$ cat src/include/trap_cfg.svh
`ifndef TRAP_CFG_SVH
`define TRAP_CFG_SVH

// data and pc width
`define TRAP_XLEN 32

// machine-mode CSR addresses
`define CSR_MEPC   12'h341
`define CSR_MCAUSE 12'h342
`define CSR_MTVEC  12'h305

// standby cycles an ECALL waits for older instructions to retire
`define TRAP_ECALL_DRAIN 3

// MRET resumes after the trapping instruction
`define TRAP_RET_OFFSET 4

`endif

$ cat src/verilog/trap_pkg.sv
`include "trap_cfg.svh"

package trap_pkg;

    // trap event selected by the arbiter
    typedef enum logic [2:0] {
        trap_none                   = 3'd0,
        trap_fencei                 = 3'd1,
        trap_ecall                  = 3'd2,
        trap_ebreak                 = 3'd3,
        trap_mret                   = 3'd4,
        trap_misaligned_instruction = 3'd5,
        trap_misaligned_load        = 3'd6,
        trap_misaligned_store       = 3'd7
    } trap_status_t;

    // mcause exception codes, interrupt bit always clear
    localparam logic [`TRAP_XLEN-1:0] mcause_misaligned_instruction = `TRAP_XLEN'd0;
    localparam logic [`TRAP_XLEN-1:0] mcause_breakpoint             = `TRAP_XLEN'd3;
    localparam logic [`TRAP_XLEN-1:0] mcause_misaligned_load        = `TRAP_XLEN'd4;
    localparam logic [`TRAP_XLEN-1:0] mcause_misaligned_store       = `TRAP_XLEN'd6;
    localparam logic [`TRAP_XLEN-1:0] mcause_ecall                  = `TRAP_XLEN'd11;

    // mtvec mode field, values 2 and 3 are reserved
    localparam logic [1:0] mtvec_mode_direct   = 2'd0;
    localparam logic [1:0] mtvec_mode_vectored = 2'd1;

    typedef struct packed {
        logic [`TRAP_XLEN-3:0] base;  // handler address bits [XLEN-1:2]
        logic [1:0]            mode;
    } mtvec_fields_t;

    // mtvec seen as a plain word or as base/mode
    typedef union packed {
        logic [`TRAP_XLEN-1:0] raw;
        mtvec_fields_t         fields;
    } mtvec_t;

endpackage

$ cat src/verilog/trap_cause_arbiter.sv
`include "trap_cfg.svh"

module trap_cause_arbiter import trap_pkg::*; (
    input  logic                  clk,
    input  logic                  reset,
    input  logic                  clk_enable,
    input  logic                  id_ecall,
    input  logic                  id_ebreak,
    input  logic                  id_mret,
    input  logic                  id_fencei,
    input  logic                  ex_misaligned_instruction,
    input  logic                  mem_misaligned_load,
    input  logic                  mem_misaligned_store,
    input  logic [`TRAP_XLEN-1:0] id_pc,
    input  logic [`TRAP_XLEN-1:0] ex_pc,
    input  logic [`TRAP_XLEN-1:0] mem_pc,
    input  logic                  capture_hold,
    output trap_status_t          trap_status,
    output logic [`TRAP_XLEN-1:0] trap_pc
);

    trap_status_t          next_status;
    logic [`TRAP_XLEN-1:0] next_pc;

    // oldest stage wins
    always_comb begin
        next_status = trap_none;
        next_pc     = id_pc;
        if (mem_misaligned_load) begin
            next_status = trap_misaligned_load;
            next_pc     = mem_pc;
        end else if (mem_misaligned_store) begin
            next_status = trap_misaligned_store;
            next_pc     = mem_pc;
        end else if (ex_misaligned_instruction) begin
            next_status = trap_misaligned_instruction;
            next_pc     = ex_pc;
        end else if (id_mret) begin
            next_status = trap_mret;
        end else if (id_ecall) begin
            next_status = trap_ecall;
        end else if (id_ebreak) begin
            next_status = trap_ebreak;
        end else if (id_fencei) begin
            next_status = trap_fencei;
        end
    end

    always_ff @(posedge clk or posedge reset) begin
        if (reset) begin
            trap_status <= trap_none;
        end else if (clk_enable && !capture_hold) begin
            trap_status <= next_status;  // frozen while a sequence runs
        end
    end

    always_ff @(posedge clk) begin
        if (clk_enable && !capture_hold) begin
            trap_pc <= next_pc;
        end
    end

endmodule

$ cat src/verilog/trap_csr_file.sv
`include "trap_cfg.svh"

module trap_csr_file import trap_pkg::*; (
    input  logic                  clk,
    input  logic                  reset,
    input  logic                  clk_enable,
    input  logic [11:0]           csr_addr,
    input  logic                  csr_write,
    input  logic [`TRAP_XLEN-1:0] csr_wdata,
    output logic [`TRAP_XLEN-1:0] csr_rdata,
    input  logic [11:0]           trap_csr_addr,
    input  logic                  trap_csr_write,
    input  logic [`TRAP_XLEN-1:0] trap_csr_wdata,
    output logic [`TRAP_XLEN-1:0] trap_csr_rdata,
    output mtvec_t                mtvec_word
);

    logic [`TRAP_XLEN-1:0] mepc;
    logic [`TRAP_XLEN-1:0] mcause;
    mtvec_t                mtvec;

    logic trap_hit_mepc, trap_hit_mcause, trap_hit_mtvec;
    logic sw_hit_mepc, sw_hit_mcause, sw_hit_mtvec;

    // reserved modes fall back to direct
    function automatic mtvec_t legal_mtvec(input logic [`TRAP_XLEN-1:0] word);
        mtvec_t v;
        v.raw = word;
        if (v.fields.mode > mtvec_mode_vectored) begin
            v.fields.mode = mtvec_mode_direct;
        end
        return v;
    endfunction

    function automatic logic [`TRAP_XLEN-1:0] read_csr(
        input logic [11:0]           addr,
        input logic [`TRAP_XLEN-1:0] mepc_q,
        input logic [`TRAP_XLEN-1:0] mcause_q,
        input mtvec_t                mtvec_q
    );
        case (addr)
            `CSR_MEPC:   return mepc_q;
            `CSR_MCAUSE: return mcause_q;
            `CSR_MTVEC:  return mtvec_q.raw;
            default:     return '0;  // unimplemented reads as zero
        endcase
    endfunction

    assign trap_hit_mepc   = trap_csr_write && (trap_csr_addr == `CSR_MEPC);
    assign trap_hit_mcause = trap_csr_write && (trap_csr_addr == `CSR_MCAUSE);
    assign trap_hit_mtvec  = trap_csr_write && (trap_csr_addr == `CSR_MTVEC);
    assign sw_hit_mepc     = csr_write && (csr_addr == `CSR_MEPC);
    assign sw_hit_mcause   = csr_write && (csr_addr == `CSR_MCAUSE);
    assign sw_hit_mtvec    = csr_write && (csr_addr == `CSR_MTVEC);

    // trap port beats software port on the same register
    always_ff @(posedge clk or posedge reset) begin
        if (reset) begin
            mepc   <= '0;
            mcause <= '0;
            mtvec  <= '0;
        end else if (clk_enable) begin
            if (trap_hit_mepc)        mepc <= trap_csr_wdata;
            else if (sw_hit_mepc)     mepc <= csr_wdata;
            if (trap_hit_mcause)      mcause <= trap_csr_wdata;
            else if (sw_hit_mcause)   mcause <= csr_wdata;
            if (trap_hit_mtvec)       mtvec <= legal_mtvec(trap_csr_wdata);
            else if (sw_hit_mtvec)    mtvec <= legal_mtvec(csr_wdata);
        end
    end

    assign csr_rdata      = read_csr(csr_addr, mepc, mcause, mtvec);
    assign trap_csr_rdata = read_csr(trap_csr_addr, mepc, mcause, mtvec);
    assign mtvec_word     = mtvec;

endmodule

$ cat src/verilog/trap_controller.sv
`include "trap_cfg.svh"

module trap_controller import trap_pkg::*; (
    input  logic                  clk,
    input  logic                  reset,
    input  logic                  clk_enable,
    input  trap_status_t          trap_status,
    input  logic [`TRAP_XLEN-1:0] trap_pc,
    output logic                  capture_hold,
    output logic                  trap_csr_write,
    output logic [11:0]           trap_csr_addr,
    output logic [`TRAP_XLEN-1:0] trap_csr_wdata,
    output logic                  target_take,
    output logic                  target_is_return,
    output logic                  trap_done,
    output logic                  ic_clean,
    output logic                  debug_mode,
    output logic                  standby_mode,
    output logic                  misaligned_instruction_flush,
    output logic                  misaligned_memory_flush,
    output logic                  pth_done_flush
);

    localparam logic [3:0] st_idle             = 4'd0;
    localparam logic [3:0] st_standby_mem      = 4'd1;
    localparam logic [3:0] st_standby_wb       = 4'd2;
    localparam logic [3:0] st_standby_rtre     = 4'd3;
    localparam logic [3:0] st_ecall_mepc_write = 4'd4;
    localparam logic [3:0] st_write_mepc       = 4'd5;
    localparam logic [3:0] st_write_mcause     = 4'd6;
    localparam logic [3:0] st_read_mtvec       = 4'd7;
    localparam logic [3:0] st_goto_mtvec       = 4'd8;
    localparam logic [3:0] st_read_mepc        = 4'd9;
    localparam logic [3:0] st_return           = 4'd10;

    localparam logic [3:0] drain_last = 4'(`TRAP_ECALL_DRAIN - 1);

    logic [3:0] state, eff_state, next_state;
    logic       seq_end;    // status still stale for one cycle after a sequence
    logic [3:0] drain_cnt;

    function automatic logic [`TRAP_XLEN-1:0] mcause_code(input trap_status_t s);
        case (s)
            trap_ebreak:           return mcause_breakpoint;
            trap_ecall:            return mcause_ecall;
            trap_misaligned_load:  return mcause_misaligned_load;
            trap_misaligned_store: return mcause_misaligned_store;
            default:               return mcause_misaligned_instruction;
        endcase
    endfunction

    // cycle A acts as the first state of the sequence, so idle maps straight to it
    always_comb begin
        eff_state = state;
        if (state == st_idle && !seq_end) begin
            case (trap_status)
                trap_ecall:  eff_state = st_standby_mem;
                trap_mret:   eff_state = st_read_mepc;
                trap_ebreak,
                trap_misaligned_instruction,
                trap_misaligned_load,
                trap_misaligned_store: eff_state = st_write_mepc;
                default:     eff_state = st_idle;
            endcase
        end
    end

    always_comb begin
        trap_csr_write               = 1'b0;
        trap_csr_addr                = 12'h000;
        trap_csr_wdata               = '0;
        target_take                  = 1'b0;
        target_is_return             = 1'b0;
        trap_done                    = 1'b1;
        standby_mode                 = 1'b0;
        misaligned_instruction_flush = 1'b0;
        misaligned_memory_flush      = 1'b0;
        pth_done_flush               = 1'b0;
        next_state                   = st_idle;

        case (eff_state)
            st_standby_mem, st_standby_wb: begin
                standby_mode = 1'b1;
                trap_done    = 1'b0;
                next_state   = eff_state + 4'd1;
            end
            st_standby_rtre: begin
                standby_mode = 1'b1;
                trap_done    = 1'b0;
                next_state   = (drain_cnt == drain_last) ? st_ecall_mepc_write
                                                         : st_standby_rtre;
            end
            st_ecall_mepc_write, st_write_mepc: begin
                trap_csr_write = 1'b1;
                trap_csr_addr  = `CSR_MEPC;
                trap_csr_wdata = trap_pc;
                trap_done      = 1'b0;
                next_state     = st_write_mcause;
            end
            st_write_mcause: begin
                trap_csr_write = 1'b1;
                trap_csr_addr  = `CSR_MCAUSE;
                trap_csr_wdata = mcause_code(trap_status);
                if (trap_status != trap_ebreak) begin
                    trap_done  = 1'b0;
                    next_state = st_read_mtvec;
                end  // ebreak ends here, debug mode takes over
            end
            st_read_mtvec, st_goto_mtvec: begin
                trap_csr_addr  = `CSR_MTVEC;
                pth_done_flush = 1'b1;
                misaligned_instruction_flush = (trap_status == trap_misaligned_instruction);
                misaligned_memory_flush = (trap_status == trap_misaligned_load) ||
                                          (trap_status == trap_misaligned_store);
                target_take    = (eff_state == st_read_mtvec);
                next_state     = (eff_state == st_read_mtvec) ? st_goto_mtvec : st_idle;
            end
            st_read_mepc: begin
                trap_csr_addr = `CSR_MEPC;
                trap_done     = 1'b0;
                next_state    = st_return;
            end
            st_return: begin
                trap_csr_addr    = `CSR_MEPC;
                target_take      = 1'b1;
                target_is_return = 1'b1;
            end
            default: begin
                next_state = st_idle;
            end
        endcase
    end

    assign capture_hold = (eff_state != st_idle);
    assign ic_clean     = (trap_status == trap_fencei);

    always_ff @(posedge clk or posedge reset) begin
        if (reset) begin
            state      <= st_idle;
            seq_end    <= 1'b0;
            drain_cnt  <= '0;
            debug_mode <= 1'b0;
        end else if (clk_enable) begin
            state     <= next_state;
            seq_end   <= (eff_state != st_idle) && (next_state == st_idle);
            drain_cnt <= standby_mode ? drain_cnt + 4'd1 : 4'd0;
            if (eff_state == st_read_mepc) begin
                debug_mode <= 1'b0;  // mret leaves debug
            end else if (eff_state == st_write_mcause && trap_status == trap_ebreak) begin
                debug_mode <= 1'b1;
            end
        end
    end

endmodule

$ cat src/verilog/trap_target_unit.sv
`include "trap_cfg.svh"

module trap_target_unit import trap_pkg::*; (
    input  logic                  clk,
    input  logic                  reset,
    input  logic                  clk_enable,
    input  logic                  target_take,
    input  logic                  target_is_return,
    input  logic [`TRAP_XLEN-1:0] trap_csr_rdata,
    input  mtvec_t                mtvec_word,
    output logic                  redirect_valid,
    output logic [`TRAP_XLEN-1:0] redirect_pc
);

    localparam logic [`TRAP_XLEN-1:0] ret_offset = `TRAP_RET_OFFSET;

    logic [`TRAP_XLEN-1:0] return_pc;
    logic [`TRAP_XLEN-1:0] handler_pc;

    // mepc may hold low bits from software, drop them
    assign return_pc  = {trap_csr_rdata[`TRAP_XLEN-1:2], 2'b00} + ret_offset;
    assign handler_pc = {mtvec_word.fields.base, 2'b00};  // direct mode for exceptions

    always_ff @(posedge clk or posedge reset) begin
        if (reset) begin
            redirect_valid <= 1'b0;
        end else if (clk_enable) begin
            redirect_valid <= target_take;
        end
    end

    always_ff @(posedge clk) begin
        if (clk_enable && target_take) begin
            redirect_pc <= target_is_return ? return_pc : handler_pc;
        end
    end

endmodule

$ cat src/verilog/trap_unit_top.sv
`include "trap_cfg.svh"

module trap_unit_top import trap_pkg::*; (
    input  logic                  clk,
    input  logic                  reset,
    input  logic                  clk_enable,
    input  logic                  id_ecall,
    input  logic                  id_ebreak,
    input  logic                  id_mret,
    input  logic                  id_fencei,
    input  logic                  ex_misaligned_instruction,
    input  logic                  mem_misaligned_load,
    input  logic                  mem_misaligned_store,
    input  logic [`TRAP_XLEN-1:0] id_pc,
    input  logic [`TRAP_XLEN-1:0] ex_pc,
    input  logic [`TRAP_XLEN-1:0] mem_pc,
    input  logic [11:0]           csr_addr,
    input  logic                  csr_write,
    input  logic [`TRAP_XLEN-1:0] csr_wdata,
    output logic [`TRAP_XLEN-1:0] csr_rdata,
    output logic                  trap_done,
    output logic                  ic_clean,
    output logic                  debug_mode,
    output logic                  standby_mode,
    output logic                  misaligned_instruction_flush,
    output logic                  misaligned_memory_flush,
    output logic                  pth_done_flush,
    output logic                  redirect_valid,
    output logic [`TRAP_XLEN-1:0] redirect_pc
);

    // arbiter to controller
    trap_status_t          trap_status;
    logic [`TRAP_XLEN-1:0] trap_pc;
    logic                  capture_hold;

    // controller to CSR file and target unit
    logic                  trap_csr_write;
    logic [11:0]           trap_csr_addr;
    logic [`TRAP_XLEN-1:0] trap_csr_wdata;
    logic [`TRAP_XLEN-1:0] trap_csr_rdata;
    logic                  target_take;
    logic                  target_is_return;
    mtvec_t                mtvec_word;

    trap_cause_arbiter i_arbiter (.*);

    trap_controller i_controller (.*);

    trap_csr_file i_csr_file (.*);

    trap_target_unit i_target (.*);

endmodule

$ cat config.mk
export PLATFORM = sky130hd
export DESIGN_NAME = trap_unit_top
export DESIGN_NICKNAME = d
export VERILOG_FILES = /design/src/verilog/trap_pkg.sv /design/src/verilog/trap_cause_arbiter.sv /design/src/verilog/trap_csr_file.sv /design/src/verilog/trap_controller.sv /design/src/verilog/trap_target_unit.sv /design/src/verilog/trap_unit_top.sv
export VERILOG_INCLUDE_DIRS = /design/src /design/src/include
export SDC_FILE = /design/constraint.sdc
export NUM_CORES = 1
export LEC_CHECK = 0
export BUFFER_PORTS_ARGS = -buffer_cell sky130_fd_sc_hd__clkbuf_2
export CORE_MARGIN = 5
export CORE_UTILIZATION = 42
export CTS_BUF_LIST = sky130_fd_sc_hd__clkbuf_8
export DETAILED_ROUTE_END_ITERATION = 7
export GPL_TIMING_DRIVEN = 0
export PLACE_DENSITY_LB_ADDON = 0.08
export SLEW_MARGIN = 20
export SYNTH_ARGS = -nofsm -noshare
export SYNTH_HDL_FRONTEND = slang
export SYNTH_SLANG_ARGS = --single-unit
$ cat constraint.sdc
create_clock -name clk -period 9.8 [get_ports clk]
set_clock_uncertainty 0.1 [all_clocks]
set_input_delay 1.47 -clock clk [delete_from_list [all_inputs] [get_ports clk]]
set_output_delay 1.47 -clock clk [all_outputs]
set_load 0.02 [all_outputs]
==> impl_metrics.yaml <==
global_route:
  grt_remaining_overflow: 0
  grt_start_max_net_pins: 65
  grt_usage_pct: 23.3
  antenna_found_initial: 0
  grt_pass1_wl_um: 47400
  grt_pass1_vias: 8377
clock_network:
  insertion_delay_ns: 0.47
  cts_hold_buf: 0
  cts-resized-gates: 0
  clkTransAtPathRegs_ns: 0.10
  h-tree-depth: 4
  clock-sinks: 172
  post_cts_buffers: 0
  root_buffer: "clkbuf_8"
  cts_buffer_depth: 2
  cts_buffers: 17
  cts_tree: "built"
layout:
  nFillCells: 2192
  syn2layout_area_growth_pct: 20.2
  insertedDiodeCount: 0
  finish.utilization_pct: 51.3
  drive_gt1_share_pct: 26.3
  nets: 1371
placement:
  dpl.hpwl_um: 24500
  gp_congestion: 0.884
  place.port_buffers: 219
timing:
  final-max-slew-violation-count: 0
  rsz0062_at_grt: "no"
  timing.fmax_mhz: 163
  finalHoldViolCount: 0
  worst_slew_pin_slew_ns: 1.06
  setup_tns_ns: 0
  fin_crit_ns: 6.12
  setup_viol: 0
  fin_crit_sh_pct: 62.5
  max_slew_margin_pct: 29.5
critical_path:
  worst_setup_path_start_kind: "primary input"
  critPathMaxFanout: 10
  critPathArrivalTime_ns: 4.55
  worstSetupPathType: "in -> out"
  max_stage_delay_ns: 0.88
  path_cells: "clkbuf_2 -> or4_1 -> nor4_1 -> nand3b_1 -> nor3b_1 -> clkbuf_1 -> a222oi_1 -> inv_1 -> clkbuf_2"
  crit_path_end_kind: "primary output"
  worst_path_max_delay_cell: "nor3b_1"
  required_ns: 8.23
  cpMostUsedCell: "clkbuf_2"
detailed_routing:
  drtIter0Drc: 817
  drc: 0
  drtAntennaViolNets: 0
  wirelength_um: 30600
  dr.pass1.iters: 6
  viasPerCell: 5.61
  vias: 8506
  wl_per_cell_um: 20.2
synthesis:
  syn_area_um2: 9630
  synth_edf_count: 62
  yosysTopAreaCell: "dfrtp_1"
  yosys_register_bits: 172
  synthCells: 971
  synth_flop_cell: "dfrtp_1"
  synth_top_area_share_pct: 28.6
  synthArstFlopShare_pct: 64.0
  ys_types: 72
  synth.avg_cell_area_um2: 9.91
  yosys_warnings: 0
  synthTopCellsByArea: "dfrtp_1 (29%), edfxtp_1 (19%), mux2i_1 (8.2%), o21ai_0 (6.3%), nand2_1 (5.3%)"
  yosysSeqAreaShare_pct: 47.9
floorplanning:
  initial_utilization_pct: 42.6
  boundaryPins: 223
  dieArea_um2: 26000
  placementRows: 55
  core_area_um2: 22600
  dieWidth_um: 161
  die_h_um: 161
power_and_ir_drop:
  p_seq_share_pct: 42.4
  p_leak_nw: 5.32
  p_per_area_nw_per_um2: 199
  clkPwrFrac_pct: 21.6
  p_sw_share_pct: 40.6
  vdd.ir_drop.worst_v: 0.0000814
  total_power_mw: 2.30
  power_frac_comb_pct: 36.0
  power.internal_mw: 1.36
  p_sw_uw: 934
job:
  drv_cap: 0
status:
  status: "finished clean"
hold_path:
  hold_path_class: "reg -> reg"
layer usage:
layer  part of all wire (%)  track usage (%)  wire (um)  vias up
met5                      0                0          0        -
met4                    2.0             6.13        627        0
met3                    9.0             5.36       2750       40
met2                     44             35.2      13300      421
met1                     45             33.9      13900     3955
li1                       -                -          -     4090
stage by stage:
stage	cell area, um2	setup slack [ns]	hold WS, ns	instances
6_report	11600	3.68	0.390	1515
3_3_place_gp	11100	3.16	0.372	1476
5_1_grt	11600	3.50	0.414	1515
3_5_place_dp	11200	3.77	0.373	1483
4_1_cts	11600	3.76	0.399	1515
2_1_floorplan	9630	4.84	0.349	972
synthesized netlist by cell type (4+ instances only):
cell / count
a22oi_1: 5
o31ai_1: 6
nand3b_1: 5
inv_1: 51
buf_2: 7
or2_2: 6
and3_1: 10
a21oi_1: 26
xnor2_1: 6
edfxtp_1: 62
buf_1: 6
o21ai_0: 122
a222oi_1: 35
clkbuf_1: 53
buf_4: 7
mux2i_1: 79
nand2b_1: 4
dfrtp_1: 110
nor3_1: 18
a21o_1: 5
a31oi_1: 5
nor2_1: 34
nand3_1: 11
o2bb2ai_1: 9
nor4_1: 8
xor2_1: 15
a22o_1: 29
o22ai_1: 4
a2bb2oi_1: 4
nand2_1: 136
mux2_2: 31
cells in the final DEF, fill, tap and decap left out, types with 6 or more instances in the layout:
cell type    n
a222oi_1    35
mux2i_1     79
o31ai_1      6
xor2_1      15
nor3_1      16
clkbuf_8    17
a22o_1      29
clkbuf_2   219
inv_1       50
edfxtp_1    62
nor2_1      34
xnor2_1      6
buf_2        8
nand2_1    136
nor4_1       7
or2_2        6
and3_1      10
o21ai_0    122
buf_1        6
buf_4       12
dfrtp_1    110
o2bb2ai_1    9
clkbuf_1    53
mux2_2      31
nand3_1     11
a21oi_1     26
registers in the layout (all words and copies together), names as in the netlist:
register                 flops
i_arbiter.trap_pc           32
i_arbiter.trap_status        3
i_controller.debug_mode      1
i_controller.drain_cnt       4
i_controller.seq_end         1
i_controller.state           4
i_csr_file.mcause           32
i_csr_file.mepc             32
i_csr_file.mtvec_word       32
i_target.redirect_pc        30
i_target.redirect_valid      1
power groups by stage:
stage / registers [mW] / logic (mW) / clock network, mW
final: 0.975 / 0.827 / 0.496
after global routing: 0.987 / 0.901 / 0.540
after CTS: 0.969 / 0.820 / 0.507
after detailed placement: 0.985 / 0.816 / 0
after global placement: 0.986 / 0.797 / 0
after floorplan: 0.960 / 0.547 / 0
path summary, 6_finish.rpt:
check | cells past startpoint | slack [ns] | startpoint | to
max | 9 | 3.68 | csr_addr[3] | csr_rdata[12]
min reg2reg | 1 | 0.39 | i_target.redirect_valid$_DFFE_PP0P_ | i_target.redirect_valid$_DFFE_PP0P_
max in group asynchronous | 3 | 8.02 | reset | i_csr_file.mcause[20]$_DFFE_PP0P_
max reg2reg | 11 | 5.39 | i_controller.state[1]$_DFFE_PP0P_ | i_target.redirect_pc[28]$_DFFE_PP_
min in group asynchronous | 2 | 0.91 | reset | i_arbiter.trap_status[1]$_DFFE_PP0P_
min | 1 | 0.39 | i_target.redirect_valid$_DFFE_PP0P_ | i_target.redirect_valid$_DFFE_PP0P_
layout make-up:
cell class / count / area [um2] / area share (%)
tap: 285 / 357 / 3.08
timing repair buffer: 226 / 1170 / 10.1
inverter: 51 / 196 / 1.70
buffer: 75 / 332 / 2.87
sequential: 172 / 4610 / 39.9
multi-input combinational: 674 / 4510 / 39.0
clock buffer: 17 / 234 / 2.02
clock inverter: 15 / 158 / 1.36
worst max-delay path, delay by kind of cell:
family / cells / cell delay (ns)
buffers and inverters: 4 / 0.90
AOI/OAI and AO/OA: 1 / 0.19
and+or+nand+nor: 4 / 1.99
cell families after synthesis:
logic type	synth area share, %
mux	11.8
xor+xnor	1.91
simple gates	13.0
flops	47.9
other cells	0.0390
fa+ha+maj	0.390
compound gates	19.5
buf+inv	5.43
Power figures use the tool's default switching activity.
